File: src/include/sram_test_config.svh
// ***************************************
// widths and depths of the memory test chip
// macro depths must be powers of two
// addr width covers the deepest macro, smaller
// macros decode only the low address bits
// ***************************************
`ifndef SRAM_TEST_CONFIG_SVH
`define SRAM_TEST_CONFIG_SVH

// port widths
`define SRAM_ADDR_W 10
`define SRAM_DATA_W 32
// one mask bit per byte
`define SRAM_WMASK_W 4

// macro select, field width as on the chip
`define SRAM_NUM_MACROS 4
`define SRAM_SEL_W 4

// depths in words, left bank 0/1 then right bank 0/1
`define SRAM_DEPTH_L0 256
`define SRAM_DEPTH_L1 512
`define SRAM_DEPTH_R0 256
`define SRAM_DEPTH_R1 1024

`endif

File: src/sram_test_pkg.sv
// ***************************************
// shared types of the memory test chip
// scan packet is 127 bits, MSB shifts out first
// csb and web are active low
// ***************************************
`default_nettype none

`include "sram_test_config.svh"

package sram_test_pkg;

   typedef logic [`SRAM_ADDR_W-1:0]  addr_t;
   typedef logic [`SRAM_DATA_W-1:0]  data_t;
   typedef logic [`SRAM_WMASK_W-1:0] wmask_t;
   typedef logic [`SRAM_SEL_W-1:0]   sel_t;

   // field order from the MSB, bit 0 is the last bit in
   typedef struct packed {
      data_t  data0;
      data_t  data1;
      sel_t   sel;
      addr_t  addr0;
      data_t  din0;
      logic   web0;
      wmask_t wmask0;
      logic   csb0;
      addr_t  addr1;
      logic   csb1;
   } scan_packet_t;

   // read/write port 0
   typedef struct packed {
      logic   csb;
      logic   web;
      wmask_t wmask;
      addr_t  addr;
      data_t  din;
   } sram_rw_port_t;

   // read-only port 1
   typedef struct packed {
      logic  csb;
      addr_t addr;
   } sram_r_port_t;

   typedef enum logic [1:0] {
      CTRL_IDLE,
      CTRL_ACCESS,
      CTRL_WAIT,
      CTRL_WRITEBACK
   } ctrl_state_t;

endpackage

`default_nettype wire

File: src/sram_capture.sv
// ***************************************
// holding register for macro read data
// registers the pair of the selected macro
// every cycle, zeros for an out-of-range sel
// ***************************************
`timescale 1ns/1ns
`default_nettype none

`include "sram_test_config.svh"

module sram_capture (
   input  logic                 clk,
   input  logic                 resetn,
   input  sram_test_pkg::sel_t  sel_i,
   input  sram_test_pkg::data_t dout0_i [`SRAM_NUM_MACROS],
   input  sram_test_pkg::data_t dout1_i [`SRAM_NUM_MACROS],
   output sram_test_pkg::data_t capture_data0_o,
   output sram_test_pkg::data_t capture_data1_o
);

   localparam int IDX_W = $clog2(`SRAM_NUM_MACROS);

   logic             sel_valid;
   logic [IDX_W-1:0] idx;

   // sel is wider than the macro count
   assign sel_valid = (sel_i < `SRAM_NUM_MACROS);
   assign idx       = sel_i[IDX_W-1:0];

   // isolates macro outputs from the chain
   always_ff @(posedge clk) begin
      if (!resetn) begin
         capture_data0_o <= '0;
         capture_data1_o <= '0;
      end else if (sel_valid) begin
         capture_data0_o <= dout0_i[idx];
         capture_data1_o <= dout1_i[idx];
      end else begin
         // invalid select reads back zeros
         capture_data0_o <= '0;
         capture_data1_o <= '0;
      end
   end

endmodule

`default_nettype wire

File: config.mk
export PLATFORM = sky130hd
export DESIGN_NAME = sram_capture
export DESIGN_NICKNAME = d
export VERILOG_FILES = /design/src/sram_test_pkg.sv /design/src/sram_capture.sv
export VERILOG_INCLUDE_DIRS = /design/src /design/src/include
export SDC_FILE = /design/constraint.sdc
export NUM_CORES = 1
export LEC_CHECK = 0
export ABC_AREA = 0
export BUFFER_PORTS_ARGS = -buffer_cell sky130_fd_sc_hd__buf_2
export CAP_MARGIN = 25
export CORE_AREA = 2 2 126 128
export DETAILED_ROUTE_END_ITERATION = 10
export DIE_AREA = 0 0 128 130
export GPL_TIMING_DRIVEN = 0
export PLACE_DENSITY = 0.63
export SYNTH_ARGS = -nofsm -noshare
export SYNTH_HDL_FRONTEND = slang
export SYNTH_SLANG_ARGS = --single-unit
File: constraint.sdc
create_clock -name clk -period 1 [get_ports clk]
set_input_delay 0.05 -clock clk [delete_from_list [all_inputs] [get_ports clk]]
set_output_delay 0.05 -clock clk [all_outputs]
set_load 0.01 [all_outputs]
Yosys cells after proc, flatten, opt, wreduce, memory -nomap -nowiden
Cells that the tools add are included.
{ "op_classes": {"order_cmp": 2, "n_mux": 6, "bitwise": 1, "n_reduce_logical": 1} }
{ "op_table": {"columns": ["cell", "n"], "rows": [
  ["binary-select mux 32 bit (select 2 bit)", 2],
  ["two-way mux 32 bit", 4],
  ["< comparator 4 x 3 -> 1 bit, second input constant", 1],
  ["greater-or-equal comparator 3 bit, second input constant", 1],
  ["NOT 2 -> 3 bit", 1],
  ["AND reduction 2 bit", 1]
]} }
{ "totals": {"regBits": 64, "input_bits": 262, "output_inout_bits": 64, "wordCells": 12} }

Logic depth before layout (Yosys ltp)
{ "logic_depth": {"word_depth": 4, "mapped_depth": 4, "ltp_nobuf": 2} }

Worst setup path after synthesis
Ideal clock, no wire load.
{ "synth_path": {"path_kind": "input-to-reg", "from": "input sel_i[0]", "to": "register capture_data0_o[0]", "setup_ns": 0.076, "arrival_time_ns": 1.008, "required_time_ns": 0.924, "path_slack_ns": -0.084, "path_stages": 4, "n_path_buf": 2, "cell_sequence": "or4b_1 -> buf_6 -> buf_8 -> o22ai_1"} }
{ "synth_between": {"elab_chain_cells": 4, "word_cells_on_any_way": 6, "classes_between": "order compare: 1; mux: 3; bitwise: 1; reduce/logical: 1"} }
{ "synth_rtl": {"columns": ["element", "line_no", "source"], "rows": [
  ["from (decl)", "sram_capture.sv:14", "input sram_test_pkg::sel_t sel_i,"],
  ["branches (longest 4 deep; another with < comparator 4 x 3 -> 1 bit)", null, null],
  ["to (signal assigned)", "sram_capture.sv:36", "capture_data0_o <= dout0_i[idx];"],
  ["to (decl)", "sram_capture.sv:17", "output sram_test_pkg::data_t capture_data0_o,"]
]} }
Parallel ways; which one is timed is not known. The select of a mux whose other input is x is not followed.
A chain may end at the register's enable or synchronous reset.

Final worst setup path
{ "layout_path": {"from": "input sel_i[0]", "to": "register capture_data0_o[31]"} }
Same word-level chain as after synthesis.

==> results.md <==
- The die boundary width is between 100 and 150 um.
- The wire length reported by the detailed router is 13800 um.
- After synthesis the cells add up to between 3000 and 4000 um2.
- The post-route core utilization is 0.388.
- The number of nets at the end of the flow is around 940.
- The first global-routing pass estimated around 20000 um of wire.
- Across the run, the number of max-cap violations was 0.
- In the synthesized netlist, the number of instances is 286.
- Of the total power, registers draw 0.358.
- The initialized floorplan defines 46 standard-cell rows.
- The final hold violation count is 0.
- The slew at the pin with the worst max-slew slack is between 300 and 400 ps.
- The most frequently used cell type in the post-synthesis netlist is sky130_fd_sc_hd__mux2i_1.
- The count of nets left with antenna violations once routing finished came out at 0.
- Yosys attributes the largest share of cell area to sky130_fd_sc_hd__dfxtp_1 40%, sky130_fd_sc_hd__mux2i_1 40%, sky130_fd_sc_hd__o22ai_1 13%.
- The number of antenna violations at the first check in global routing is 0.
- Of the total power, combinational logic draws 0.207.
- Across every metal layer, demand over resource in global routing totals 0.154.
- The initial utilization of the core area, before any placement, comes to 0.206.
- By startpoint and endpoint, the worst setup path is classified as input port to flip-flop.
- For this run, design rule violations remaining after detail routing come to 0.
- The count of filler cells inserted in the layout is approximately 1600.
- The flow ran to the end, but the final reports show violations.
- After layout, the minimum clock period comes to approximately 1000 ps.
- The count of buffers added on input and output ports is 324.
- The clock transition at the register clock pins on the worst setup and hold paths after CTS is around 60 ps.
- The number of synthesized flops with an enable pin is 0.
- The largest net degree at the start of global routing is 11.
- At the worst endpoint, the arrival time is 1210 ps.
- The cell-internal power is roughly 5.6 mW.
- STA classifies the critical path endpoint as a flip-flop.
- The worst path setup slack after routing is -0.0989 ps.
- Clock tree synthesis inserted a total of 9 buffers.
- The buffer levels on the longest clock path is 2.
- The top fanout value on the critical path is 10.
- The number of DRC markers in iteration 0 is 91.
- The number of global-route vias before repair is around 3900.
- In the final routed layout, each cell accounts on average for approximately 16 um.
- Compared with the post-synthesis result, the final layout area differs by 88.2%.
- For this design the static power due to leakage is 3.28 nW.
- Clock tree synthesis selected as its root buffer the cell sky130_fd_sc_hd__clkbuf_16.
- TritonCTS built the clock tree.
- The diode insertion count for antenna repair is 0.
- The number of levels the H-tree was split into is 3.
- Of the total power, the clock network draws 0.434.
- Counting flops with an async set or reset pin after synthesis yields a share of 0.
- The netlist uses 9 different library cells.
- The total instance count after detailed placement is approximately 800.
- In the final timing run, aggregate negative setup slack is -0.0989 ps.
- The die area is 16600 um2.
- For this run, the register share of the synthesized area comes to 0.403.
- The vias after detailed routing is approximately 3900.
- The remaining global-route overflow is 0.
- The number of non-filler instances in the completed layout is between 800 and 900.
- The post-CTS repair timing setup buffer count is 0.
- The critical path ends at capture_data0_o[31].
- The congestion estimate from routability-driven global placement came to ~0.76.
- Of the cells placed in the final design, the portion with a size suffix greater than 1 is 0.538.
- The floorplan step defined a core boundary enclosing 15400 um2.
- The wire-length estimate of the detail-placed layout is 10200 um.
- Setup violations remaining at the end of the flow were counted as 1.
- Synthesis inferred 64 register bits.
- For this run, the number of Yosys warnings is 0.
- Before antenna repair, the detailed router went through 5 iterations.
- The startpoint of the worst setup timing path is sel_i[0].
- The detailed-route vias per instance is roughly 4.5.
- In the finished design, the share of the clock period the worst path needs comes to 1.00.
- The share of synthesized area in the top cell type comes to 0.403.
- In the synthesized netlist the dominant register cell turns out to be sky130_fd_sc_hd__dfxtp_1.
- Ranked by instance count, the synthesized netlist is headed by 128 x sky130_fd_sc_hd__mux2i_1, 64 x sky130_fd_sc_hd__dfxtp_1, 64 x sky130_fd_sc_hd__o22ai_1, 13 x sky130_fd_sc_hd__buf_2, 8 x sky130_fd_sc_hd__clkbuf_1.
- The dominant cell type by area after synthesis is sky130_fd_sc_hd__dfxtp_1.
- The count of boundary I/O pins is 326.
- The post-synthesis area per instance is between 10 and 15 um2.
- Measured against its own limit, the worst slew margin works out to 0.754.
- The floorplan step set the die height to 130 um.
- STA classifies the critical path startpoint as an input port.
- At the worst endpoint, the required time is between 1000 and 1500 ps.
- The min-delay analysis places its worst path in the category input port to flip-flop.
- For this design, the sink count on the clock tree is 64.
- The power per cell area is about 1200 nW/um2.
- The switching share of total power is 0.245.
- The checks that failed: setup timing.
- The number of nets in the synthesized netlist is approximately 550.
- Timing would allow up to between 900 and 1000 MHz.
- VDD sags by at most a little under 0.7 mV.
- The switching power total is about 1.8 mW.
- The max-slew violation count is 0.
[worst min path at each step]
stage	start	endpoint	slack (ps)	cells past startpoint
3_3_place_gp	dout0_i[81]	capture_data0_o[17]	320	3
5_1_grt	dout0_i[5]	capture_data0_o[5]	7	3
3_5_place_dp	dout0_i[17]	capture_data0_o[17]	320	3
2_1_floorplan	dout0_i[81]	capture_data0_o[17]	220	2
6_report	dout0_i[3]	capture_data0_o[3]	20	3
4_1_cts	dout1_i[66]	capture_data1_o[2]	0.2	3
[placed cells by master, fill, tap and decap left out]
master                            n
sky130_fd_sc_hd__o22ai_2          2
sky130_fd_sc_hd__clkbuf_2         8
sky130_fd_sc_hd__clkinv_2         2
sky130_fd_sc_hd__buf_8            7
sky130_fd_sc_hd__clkbuf_8         2
sky130_fd_sc_hd__bufinv_16        1
sky130_fd_sc_hd__or4b_4           1
sky130_fd_sc_hd__nand4bb_1        1
sky130_fd_sc_hd__dlygate4sd3_1   60
sky130_fd_sc_hd__buf_2          332
sky130_fd_sc_hd__clkbuf_1         2
sky130_fd_sc_hd__dfxtp_1         64
sky130_fd_sc_hd__o22ai_1         62
sky130_fd_sc_hd__buf_4            3
sky130_fd_sc_hd__mux2i_1        128
sky130_fd_sc_hd__clkbuf_16        9
sky130_fd_sc_hd__clkbuf_4         2
[through the flow]
step	setup WS (ps)	power [mW]	hold WS, ps	cell area (um2)
after floorplan	-67.6	3.33	220	3180
after global placement	-693	4.04	322	5050
after detailed placement	-706	4.05	322	5050
after CTS	6.44	7.52	0.151	5960
after global routing	-4.23	7.74	7.00	5990
final	-0.0989	7.43	16.1	5990
[kinds of logic (layout without fill, tap and decap cells)]
kind of cell           after synthesis  count (layout)  synth area share
multiplexers                       128             128             0.403
AO/OA/AOI/OAI                       64              64             0.126
flip-flops                          64              64             0.403
buffers and inverters               28             428            0.0618
AND/OR/NAND/NOR                      2               2           0.00669
[routing by layer]
layer,track usage,wire [um],up-vias
li1,-,-,1895
met1,0.169,5440,1799
met2,0.275,7010,210
met3,0.0476,1000,27
met4,0.0679,339,0
met5,0,0,-
[final cells by class]
class                           count  area, um2  area share
Buffer                             28        223      0.0372
Clock buffer                       13        260      0.0435
Clock inverter                      3       40.0     0.00669
Multi-Input combinational cell    194       1720       0.287
Sequential cell                    64       1280       0.214
Tap cell                          192        240      0.0401
Timing Repair Buffer              384       2220       0.371
[worst max-delay path: stages]
cell and delay, ps:
sky130_fd_sc_hd__buf_2 110, sky130_fd_sc_hd__or4b_4 540, sky130_fd_sc_hd__buf_8 190, sky130_fd_sc_hd__o22ai_1 320
[repair_timing]
action / in CTS / in global routing
gates resized for setup: 7 / 14
setup endpoints to repair: 64 / 52
endpoints found under the hold margin: 35 / 0
hold buffers: 60 / 0
[power by group through the flow]
stage / clock, mW / combinational [mW] / sequential (mW)
4_1_cts: 3.33 / 1.53 / 2.66
3_5_place_dp: 0 / 1.33 / 2.72
2_1_floorplan: 0 / 0.560 / 2.77
6_report: 3.23 / 1.54 / 2.66
3_3_place_gp: 0 / 1.32 / 2.71
5_1_grt: 3.41 / 1.67 / 2.67
[flip-flops by register name (all words and copies together), names as in the netlist]
name / cells
capture_data0_o: 32
capture_data1_o: 32
No activity file was read; power rests on OpenSTA's default activity.
