## src/include/sram_test_config.svh

```systemverilog
// ***************************************
// widths and depths of the memory test chip
// macro depths must be powers of two
// addr width covers the deepest macro, smaller
// macros decode only the low address bits
// ***************************************
`ifndef SRAM_TEST_CONFIG_SVH
`define SRAM_TEST_CONFIG_SVH

// port widths
`define SRAM_ADDR_W 10
`define SRAM_DATA_W 32
// one mask bit per byte
`define SRAM_WMASK_W 4

// macro select, field width as on the chip
`define SRAM_NUM_MACROS 4
`define SRAM_SEL_W 4

// depths in words, left bank 0/1 then right bank 0/1
`define SRAM_DEPTH_L0 256
`define SRAM_DEPTH_L1 512
`define SRAM_DEPTH_R0 256
`define SRAM_DEPTH_R1 1024

`endif

```

## src/sram_test_pkg.sv

```systemverilog
// ***************************************
// shared types of the memory test chip
// scan packet is 127 bits, MSB shifts out first
// csb and web are active low
// ***************************************
`default_nettype none

`include "sram_test_config.svh"

package sram_test_pkg;

   typedef logic [`SRAM_ADDR_W-1:0]  addr_t;
   typedef logic [`SRAM_DATA_W-1:0]  data_t;
   typedef logic [`SRAM_WMASK_W-1:0] wmask_t;
   typedef logic [`SRAM_SEL_W-1:0]   sel_t;

   // field order from the MSB, bit 0 is the last bit in
   typedef struct packed {
      data_t  data0;
      data_t  data1;
      sel_t   sel;
      addr_t  addr0;
      data_t  din0;
      logic   web0;
      wmask_t wmask0;
      logic   csb0;
      addr_t  addr1;
      logic   csb1;
   } scan_packet_t;

   // read/write port 0
   typedef struct packed {
      logic   csb;
      logic   web;
      wmask_t wmask;
      addr_t  addr;
      data_t  din;
   } sram_rw_port_t;

   // read-only port 1
   typedef struct packed {
      logic  csb;
      addr_t addr;
   } sram_r_port_t;

   typedef enum logic [1:0] {
      CTRL_IDLE,
      CTRL_ACCESS,
      CTRL_WAIT,
      CTRL_WRITEBACK
   } ctrl_state_t;

endpackage

`default_nettype wire

```

## src/sram_scan_ctrl.sv

```systemverilog
// ***************************************
// scan chain and access sequencer
// load to write-back is a fixed 3 cycles
// scan and load are ignored while busy
// load wins over scan in the same cycle
// macros 0,1 are left bank, 2,3 right bank
// sel of 4 or more enables no macro
// ***************************************
`timescale 1ns/1ns
`default_nettype none

`include "sram_test_config.svh"

module sram_scan_ctrl (
   input  logic                          clk,
   input  logic                          resetn,
   input  logic                          scan_in_i,
   input  logic                          scan_en_i,
   input  logic                          sram_load_i,
   input  sram_test_pkg::data_t          capture_data0_i,
   input  sram_test_pkg::data_t          capture_data1_i,
   output logic                          scan_out_o,
   output logic                          busy_o,
   output sram_test_pkg::sel_t           sel_o,
   output sram_test_pkg::sram_rw_port_t  left_port0_o,
   output sram_test_pkg::sram_rw_port_t  right_port0_o,
   output sram_test_pkg::sram_r_port_t   left_port1_o,
   output logic [`SRAM_NUM_MACROS-1:0]   macro_csb0_o,
   output logic [`SRAM_NUM_MACROS-1:0]   macro_csb1_o
);

   localparam int PKT_W     = $bits(sram_test_pkg::scan_packet_t);
   // macros below this index sit in the left bank
   localparam int NUM_LEFT  = 2;

   sram_test_pkg::scan_packet_t  chain_q;
   sram_test_pkg::ctrl_state_t   state_q;
   sram_test_pkg::sram_rw_port_t port0_d;
   logic access;
   logic left_hit;
   logic right_hit;

   // sequencer and chain
   always_ff @(posedge clk) begin
      if (!resetn) begin
         state_q <= sram_test_pkg::CTRL_IDLE;
         chain_q <= '0;
      end else begin
         case (state_q)
            sram_test_pkg::CTRL_IDLE: begin
               // load takes priority over shifting
               if (sram_load_i) begin
                  state_q <= sram_test_pkg::CTRL_ACCESS;
               end else if (scan_en_i) begin
                  chain_q <= {chain_q[PKT_W-2:0], scan_in_i};
               end
            end
            // macros sample at the end of this cycle
            sram_test_pkg::CTRL_ACCESS: begin
               state_q <= sram_test_pkg::CTRL_WAIT;
            end
            // capture register loads at the end of this one
            sram_test_pkg::CTRL_WAIT: begin
               state_q <= sram_test_pkg::CTRL_WRITEBACK;
            end
            sram_test_pkg::CTRL_WRITEBACK: begin
               chain_q.data0 <= capture_data0_i;
               chain_q.data1 <= capture_data1_i;
               state_q       <= sram_test_pkg::CTRL_IDLE;
            end
            default: begin
               state_q <= sram_test_pkg::CTRL_IDLE;
            end
         endcase
      end
   end

   assign busy_o     = (state_q != sram_test_pkg::CTRL_IDLE);
   assign scan_out_o = chain_q[PKT_W-1];
   assign sel_o      = chain_q.sel;

   // bank decode, only while accessing
   assign access    = (state_q == sram_test_pkg::CTRL_ACCESS);
   assign left_hit  = access && (chain_q.sel < NUM_LEFT);
   assign right_hit = access && (chain_q.sel >= NUM_LEFT)
                      && (chain_q.sel < `SRAM_NUM_MACROS);

   // shared port 0 payload, idle values outside access
   always_comb begin
      port0_d.csb   = 1'b1;
      port0_d.web   = 1'b1;
      port0_d.wmask = '0;
      port0_d.addr  = '0;
      port0_d.din   = '0;
      if (access) begin
         port0_d.web   = chain_q.web0;
         port0_d.wmask = chain_q.wmask0;
         port0_d.addr  = chain_q.addr0;
         port0_d.din   = chain_q.din0;
      end
   end

   // bank-level enables, qualified by the packet csb bits
   always_comb begin
      left_port0_o      = port0_d;
      left_port0_o.csb  = !(left_hit && !chain_q.csb0);
      right_port0_o     = port0_d;
      right_port0_o.csb = !(right_hit && !chain_q.csb0);
      left_port1_o.csb  = !(left_hit && !chain_q.csb1);
      left_port1_o.addr = access ? chain_q.addr1 : '0;
   end

   // one-hot csb per macro
   always_comb begin
      for (int i = 0; i < `SRAM_NUM_MACROS; i++) begin
         macro_csb0_o[i] = !(access && (chain_q.sel == i) && !chain_q.csb0);
         macro_csb1_o[i] = !(access && (chain_q.sel == i) && !chain_q.csb1);
      end
   end

endmodule

`default_nettype wire

```

## config.mk

```make
export PLATFORM = sky130hd
export DESIGN_NAME = sram_scan_ctrl
export DESIGN_NICKNAME = d
export VERILOG_FILES = /design/src/sram_test_pkg.sv /design/src/sram_scan_ctrl.sv
export VERILOG_INCLUDE_DIRS = /design/src /design/src/include
export SDC_FILE = /design/constraint.sdc
export NUM_CORES = 1
export LEC_CHECK = 0
export ABC_AREA = 1
export BUFFER_PORTS_ARGS = -buffer_cell sky130_fd_sc_hd__buf_2
export CAP_MARGIN = 5
export CELL_PAD_IN_SITES_DETAIL_PLACEMENT = 0
export CELL_PAD_IN_SITES_GLOBAL_PLACEMENT = 1
export CORE_MARGIN = 2
export CORE_UTILIZATION = 41
export CTS_BUF_LIST = sky130_fd_sc_hd__clkbuf_4 sky130_fd_sc_hd__clkbuf_8
export DETAILED_ROUTE_END_ITERATION = 12
export PLACE_DENSITY_LB_ADDON = 0.1
export SLEW_MARGIN = 20
export SYNTH_ARGS = -nofsm -noshare
export SYNTH_HDL_FRONTEND = slang
export SYNTH_SLANG_ARGS = --single-unit
export TNS_END_PERCENT = 100
```

## constraint.sdc

```tcl
create_clock -name clk -period 3.1 [get_ports clk]
set_clock_uncertainty 0.2 [all_clocks]
set_input_delay 0.62 -clock clk [delete_from_list [all_inputs] [get_ports clk]]
set_output_delay 0.62 -clock clk [all_outputs]
set_load 0.01 [all_outputs]
```

==> After elaboration in Yosys (flattened, before gate mapping) <==
Cells that the tools add are included.
{ "op_classes": {"n_lt_le_gt_ge": 3, "eq_ne": 9, "muxes": 7, "bitwise_logic": 1, "reduce_logical": 37} }
{ "op_table": {"columns": ["op", "count"], "rows": [
  ["$mux 127", 2],
  ["$pmux 64 s2", 1],
  ["$mux 47", 1],
  ["$logic_and 1x1->1", 18],
  ["$logic_not 1->1", 13],
  ["$mux 10", 1],
  ["$eq 4x2->1 const B", 2],
  ["$pmux 2 s4", 1],
  ["$ne 2x2->1 const B", 3],
  ["$reduce_and 3->1", 2],
  ["$eq 2x2->1 const B", 2],
  ["$eq 4x1->1 const B", 1],
  ["$ge 4x2->1 const B", 1],
  ["$logic_not 4->1", 1],
  ["$lt 4x2->1 const B", 1],
  ["$lt 4x3->1 const B", 1],
  ["$reduce_bool 2->1", 2],
  ["$eq 2x1->1 const B", 1],
  ["$logic_not 2->1", 1],
  ["$mux 2", 1],
  ["$not 1->1", 1]
]} }
{ "word_totals": {"register_bits": 129, "inputBits": 69, "output_inout_bits": 121, "elab_cells": 68} }

==> Logic depth before layout (Yosys ltp) <==
{ "depth": {"word_depth": 5, "mapped_depth": 9, "mapped_depth_nobuf": 8} }

==> Worst setup path after synthesis <==
OpenSTA, ideal clock, no wires.
{ "synth_timing": {"kind": "reg-to-output", "start": "register state_q[1]", "end": "output right_port0_o[10] in the netlist's numbering", "arrival_time_ns": 1.318, "required_ns": 2.280, "slack_ns": 0.962, "stages_incl_launch_ff": 8, "path_buffers": 3, "path_cell_list": "dfxtp_1 inv_1 ha_1 buf_2 buf_1 nand2_1 inv_1 buf_4"} }
{ "synth_lines": {"columns": ["element", "line", "source"], "rows": [
  ["from (decl)", "sram_scan_ctrl.sv:37", "sram_test_pkg::ctrl_state_t state_q;"],
  ["from (signal assigned)", "sram_scan_ctrl.sv:46", "state_q <= sram_test_pkg::CTRL_IDLE;"],
  ["from (signal assigned)", "sram_scan_ctrl.sv:53", "state_q <= sram_test_pkg::CTRL_ACCESS;"],
  ["from (signal assigned)", "sram_scan_ctrl.sv:60", "state_q <= sram_test_pkg::CTRL_WAIT;"],
  ["to (decl)", "sram_scan_ctrl.sv:26", "output sram_test_pkg::sram_rw_port_t right_port0_o,"]
]} }

==> Worst setup path after layout <==
{ "layout_timing": {"start": "register state_q[1]", "end": "output macro_csb0_o[1]"} }
{ "layout_between": {"elab_chain_len": 4} }
{ "layout_lines": {"columns": ["element", "line", "source"], "rows": [
  ["$eq 2x1->1", "sram_scan_ctrl.sv:83", "assign access = (state_q == sram_test_pkg::CTRL_ACCESS);"],
  ["$logic_and 1x1->1 (2 in series)", "sram_scan_ctrl.sv:116", "macro_csb0_o[i] = !(access && (chain_q.sel == i) && !chain_q.csb0);"],
  ["$logic_not 1->1", "sram_scan_ctrl.sv:116", null],
  ["to (decl)", "sram_scan_ctrl.sv:28", "output logic [`SRAM_NUM_MACROS-1:0] macro_csb0_o,"]
]} }
Every way passes these cells.

==> results.md <==
* Status: finished, final reports clean
* TritonCTS clock tree: yes
* Most frequent cell after synthesis: nand2_1
* Global Route Usage Sum at 18.5%
* Crit path DAT at around 1800 ps
* Async set-reset flop share out of synthesis at 0%
* Syn nets at roughly 1300
* Layout cells sized above 1 at 24.3%
* Type of the worst setup path: register to primary output
* Synth Flop Type: dfxtp_1
* Yosys warns at 0
* Vias in the first global route at between 6000 and 7000
* Htree depth at 4
* Ordered list of cells on the worst path: inv_1 > ha_2 > inv_1 > nor2_1 > nand3_1 > buf_2
* FP Rows at between 40 and 50
* Number of top-level pins at 190
* Area Overhead vs Synth at 12.1%
* Reg2reg end: chain_q[80]$_SDFFE_PN0P_
* Drt drc at 0
* Via count at around 6900
* Max Slew Vio Count at 0
* Worst-Margin Slew at about 1000 ps
* Die area at 19800 um2
* Clock latency on the worst-skew pair at around 440 ps
* Die boundary height at approximately 140 um
* Worst min path class: input port to register
* CTS resizes at 0
* Starting DRT DRC Count at 345
* DR WL/cell at roughly 12 um
* Startpoint types: register
* Routed wire length at 18300 um
* F_max at about 0.38 GHz
* Width of the die at between 100 and 150 um
* Worst-path maximum fanout at 6
* Synth top area share at about a third
* Cell Area, Synth at around 7700 um2
* Final Util at 47.3%
* Power Total at roughly 5.4 mW
* GP Congestion at 0.727
* Synth area leaders: dfxtp_1, nand2_1, inv_1
* Final Hold Viols at 0
* Post-layout instance area at about 8600 um2
* Gr ovfl total at 0
* R2R Setup Slk at between 800 and 900 ps
* Hold Crit Start: scan_in_i
* Post-CTS Hold Buffers at 0
* Placeable Area at between 15000 and 20000 um2
* Leakage at a little over 5 nW
* RSZ-0062 raised after global routing: no
* Max cap viols at 0
* Setup TNS at 0 ps
* Post-DRT Antenna Nets at 0
* Maximum clock path buffer count at 2
* Setup violations, final at 0
* Seq cells post-synth at 129
* Reg-to-reg startpoint: state_q[0]$_SDFFE_PN0P_
* Fillers at 2007
* R2R depth at 7
* Hold path endpoint: chain_q[0]$_SDFFE_PN0P_
* Crit. End Element: primary output
* Post-DP HPWL at 11400 um
* Post-synth EDFFs at 0
* Syn Inst Count at about 1200
* Post-synth top area cell: dfxtp_1
* Crit-path slowest cell: dfxtp_1
* Initial antenna violation count at 0
* Slew margin rel. at between 30% and 40%
* DR pass1 iterations at 4
* First-pass GRT wire length at around 30000 um
* Final Cycle Share at 85.4%
* Diode count at 0
* Total clock sinks at about 130
* PwrDens at roughly 630 nW/um2
* Post-CTS Setup Inserts at 0
* DP Area at 8190 um2
* Largest net degree at the start of global routing at 82
* Fin nets at roughly 1400
* Post-synthesis sequential area ratio at 33.7%
* Num CTS Buffers at 17
* Synth top cells by count: nand2_1, inv_1, nor2_1, dfxtp_1, nand3_1
* Syn_area_per_cell at 6.19 um2
* Hold Path Stages at 3
* Crit path largest cell delay at between 300 and 400 ps
* Max VDD drop at ~0.00043 V
* Fin crit period at about 2600 ps
* Synth cell types at 21
* Worst EP required at between 2000 and 2500 ps
* Vias/cell at approximately 4.4
* I/O Buffers at roughly 190
* Clk Tree Root Cell: clkbuf_8
* Reg clk slew, reported paths at 80 ps
* Initial Utilization at a little over two fifths
* Most used cell along the critical path: inv_1
==> per-layer routing <==
layer  vias up  GRT usage (%)  wire (um)
li1       3762              -          -
met1      2983           24.5       8830
met2       163           30.2       8350
met3        19           3.70        809
met4         0           6.26        262
met5         -              0          0
==> sequential cells by signal (all words and copies together) (netlist names) <==
signal and count:
chain_q 122, sel_o 4, scan_out_o 1, state_q 2
==> cell type report <==
class | count | area (um2) | share of cell area, %
Clock buffer | 17 | 234 | 2.73
Tap cell | 229 | 287 | 3.34
Timing Repair Buffer | 205 | 1090 | 12.7
Multi-Input combinational cell | 790 | 3490 | 40.6
Inverter | 194 | 742 | 8.65
Clock inverter | 14 | 160 | 1.87
Sequential cell | 129 | 2580 | 30.1
==> worst max path at each step <==
stage,endpoint,depth (start not counted),startpoint
4_1_cts,macro_csb0_o[0],6,state_q[1]$_SDFFE_PN0P_
5_1_grt,macro_csb0_o[1],6,state_q[1]$_SDFFE_PN0P_
2_1_floorplan,right_port0_o[10],7,state_q[1]$_SDFFE_PN0P_
6_report,macro_csb0_o[1],6,state_q[1]$_SDFFE_PN0P_
3_3_place_gp,chain_q[78]$_SDFFE_PN0P_,7,sram_load_i
3_5_place_dp,chain_q[97]$_SDFFE_PN0P_,7,sram_load_i
==> cells in the final DEF (no fill, tap or decap) <==
cell type,count
bufinv_16,2
inv_6,2
inv_2,2
dfxtp_1,129
ha_1,2
inv_1,190
ha_2,2
nor2_4,1
clkbuf_8,17
a21oi_2,60
nand3_4,1
nand3_1,72
buf_2,189
o21ai_0,2
nor2_1,133
nand2_2,22
clkinv_4,6
or2_2,2
clkinv_2,1
buf_4,14
nand2_1,488
clkinv_8,1
clkinvlp_4,4
a21oi_1,5
buf_12,2
==> cell families (layout without fill, tap and decap cells) <==
family	Yosys count	count (layout)	synth area share [%]
compound gates	67	67	7.32
flops	129	129	33.7
simple gates	719	719	37.3
fa+ha+maj	4	4	0.654
buf+inv	317	430	21.0
==> stage by stage <==
| stage | instances | setup slack [ps] | hold WS (ps) |
|---|---|---|---|
| after floorplan | 1236 | 962 | 253 |
| after global placement | 1547 | 668 | 270 |
| after detailed placement | 1547 | 642 | 272 |
| after CTS | 1578 | 423 | 206 |
| after global routing | 1578 | 264 | 207 |
| final | 1578 | 451 | 234 |
==> critical path: cells and delay by family, from the launching register on <==
kind,cells,cell delay [ps]
adders and majority gates,1,210
DFF,1,330
and+or+nand+nor,2,490
buffers and inverters,3,350
==> report_power, final <==
part	switching (mW)	internal, mW
logic	1.26	0.646
clock network	0.727	0.720
registers	0.122	1.91
total	2.11	3.27
No activity file was read; power rests on OpenSTA's default activity.
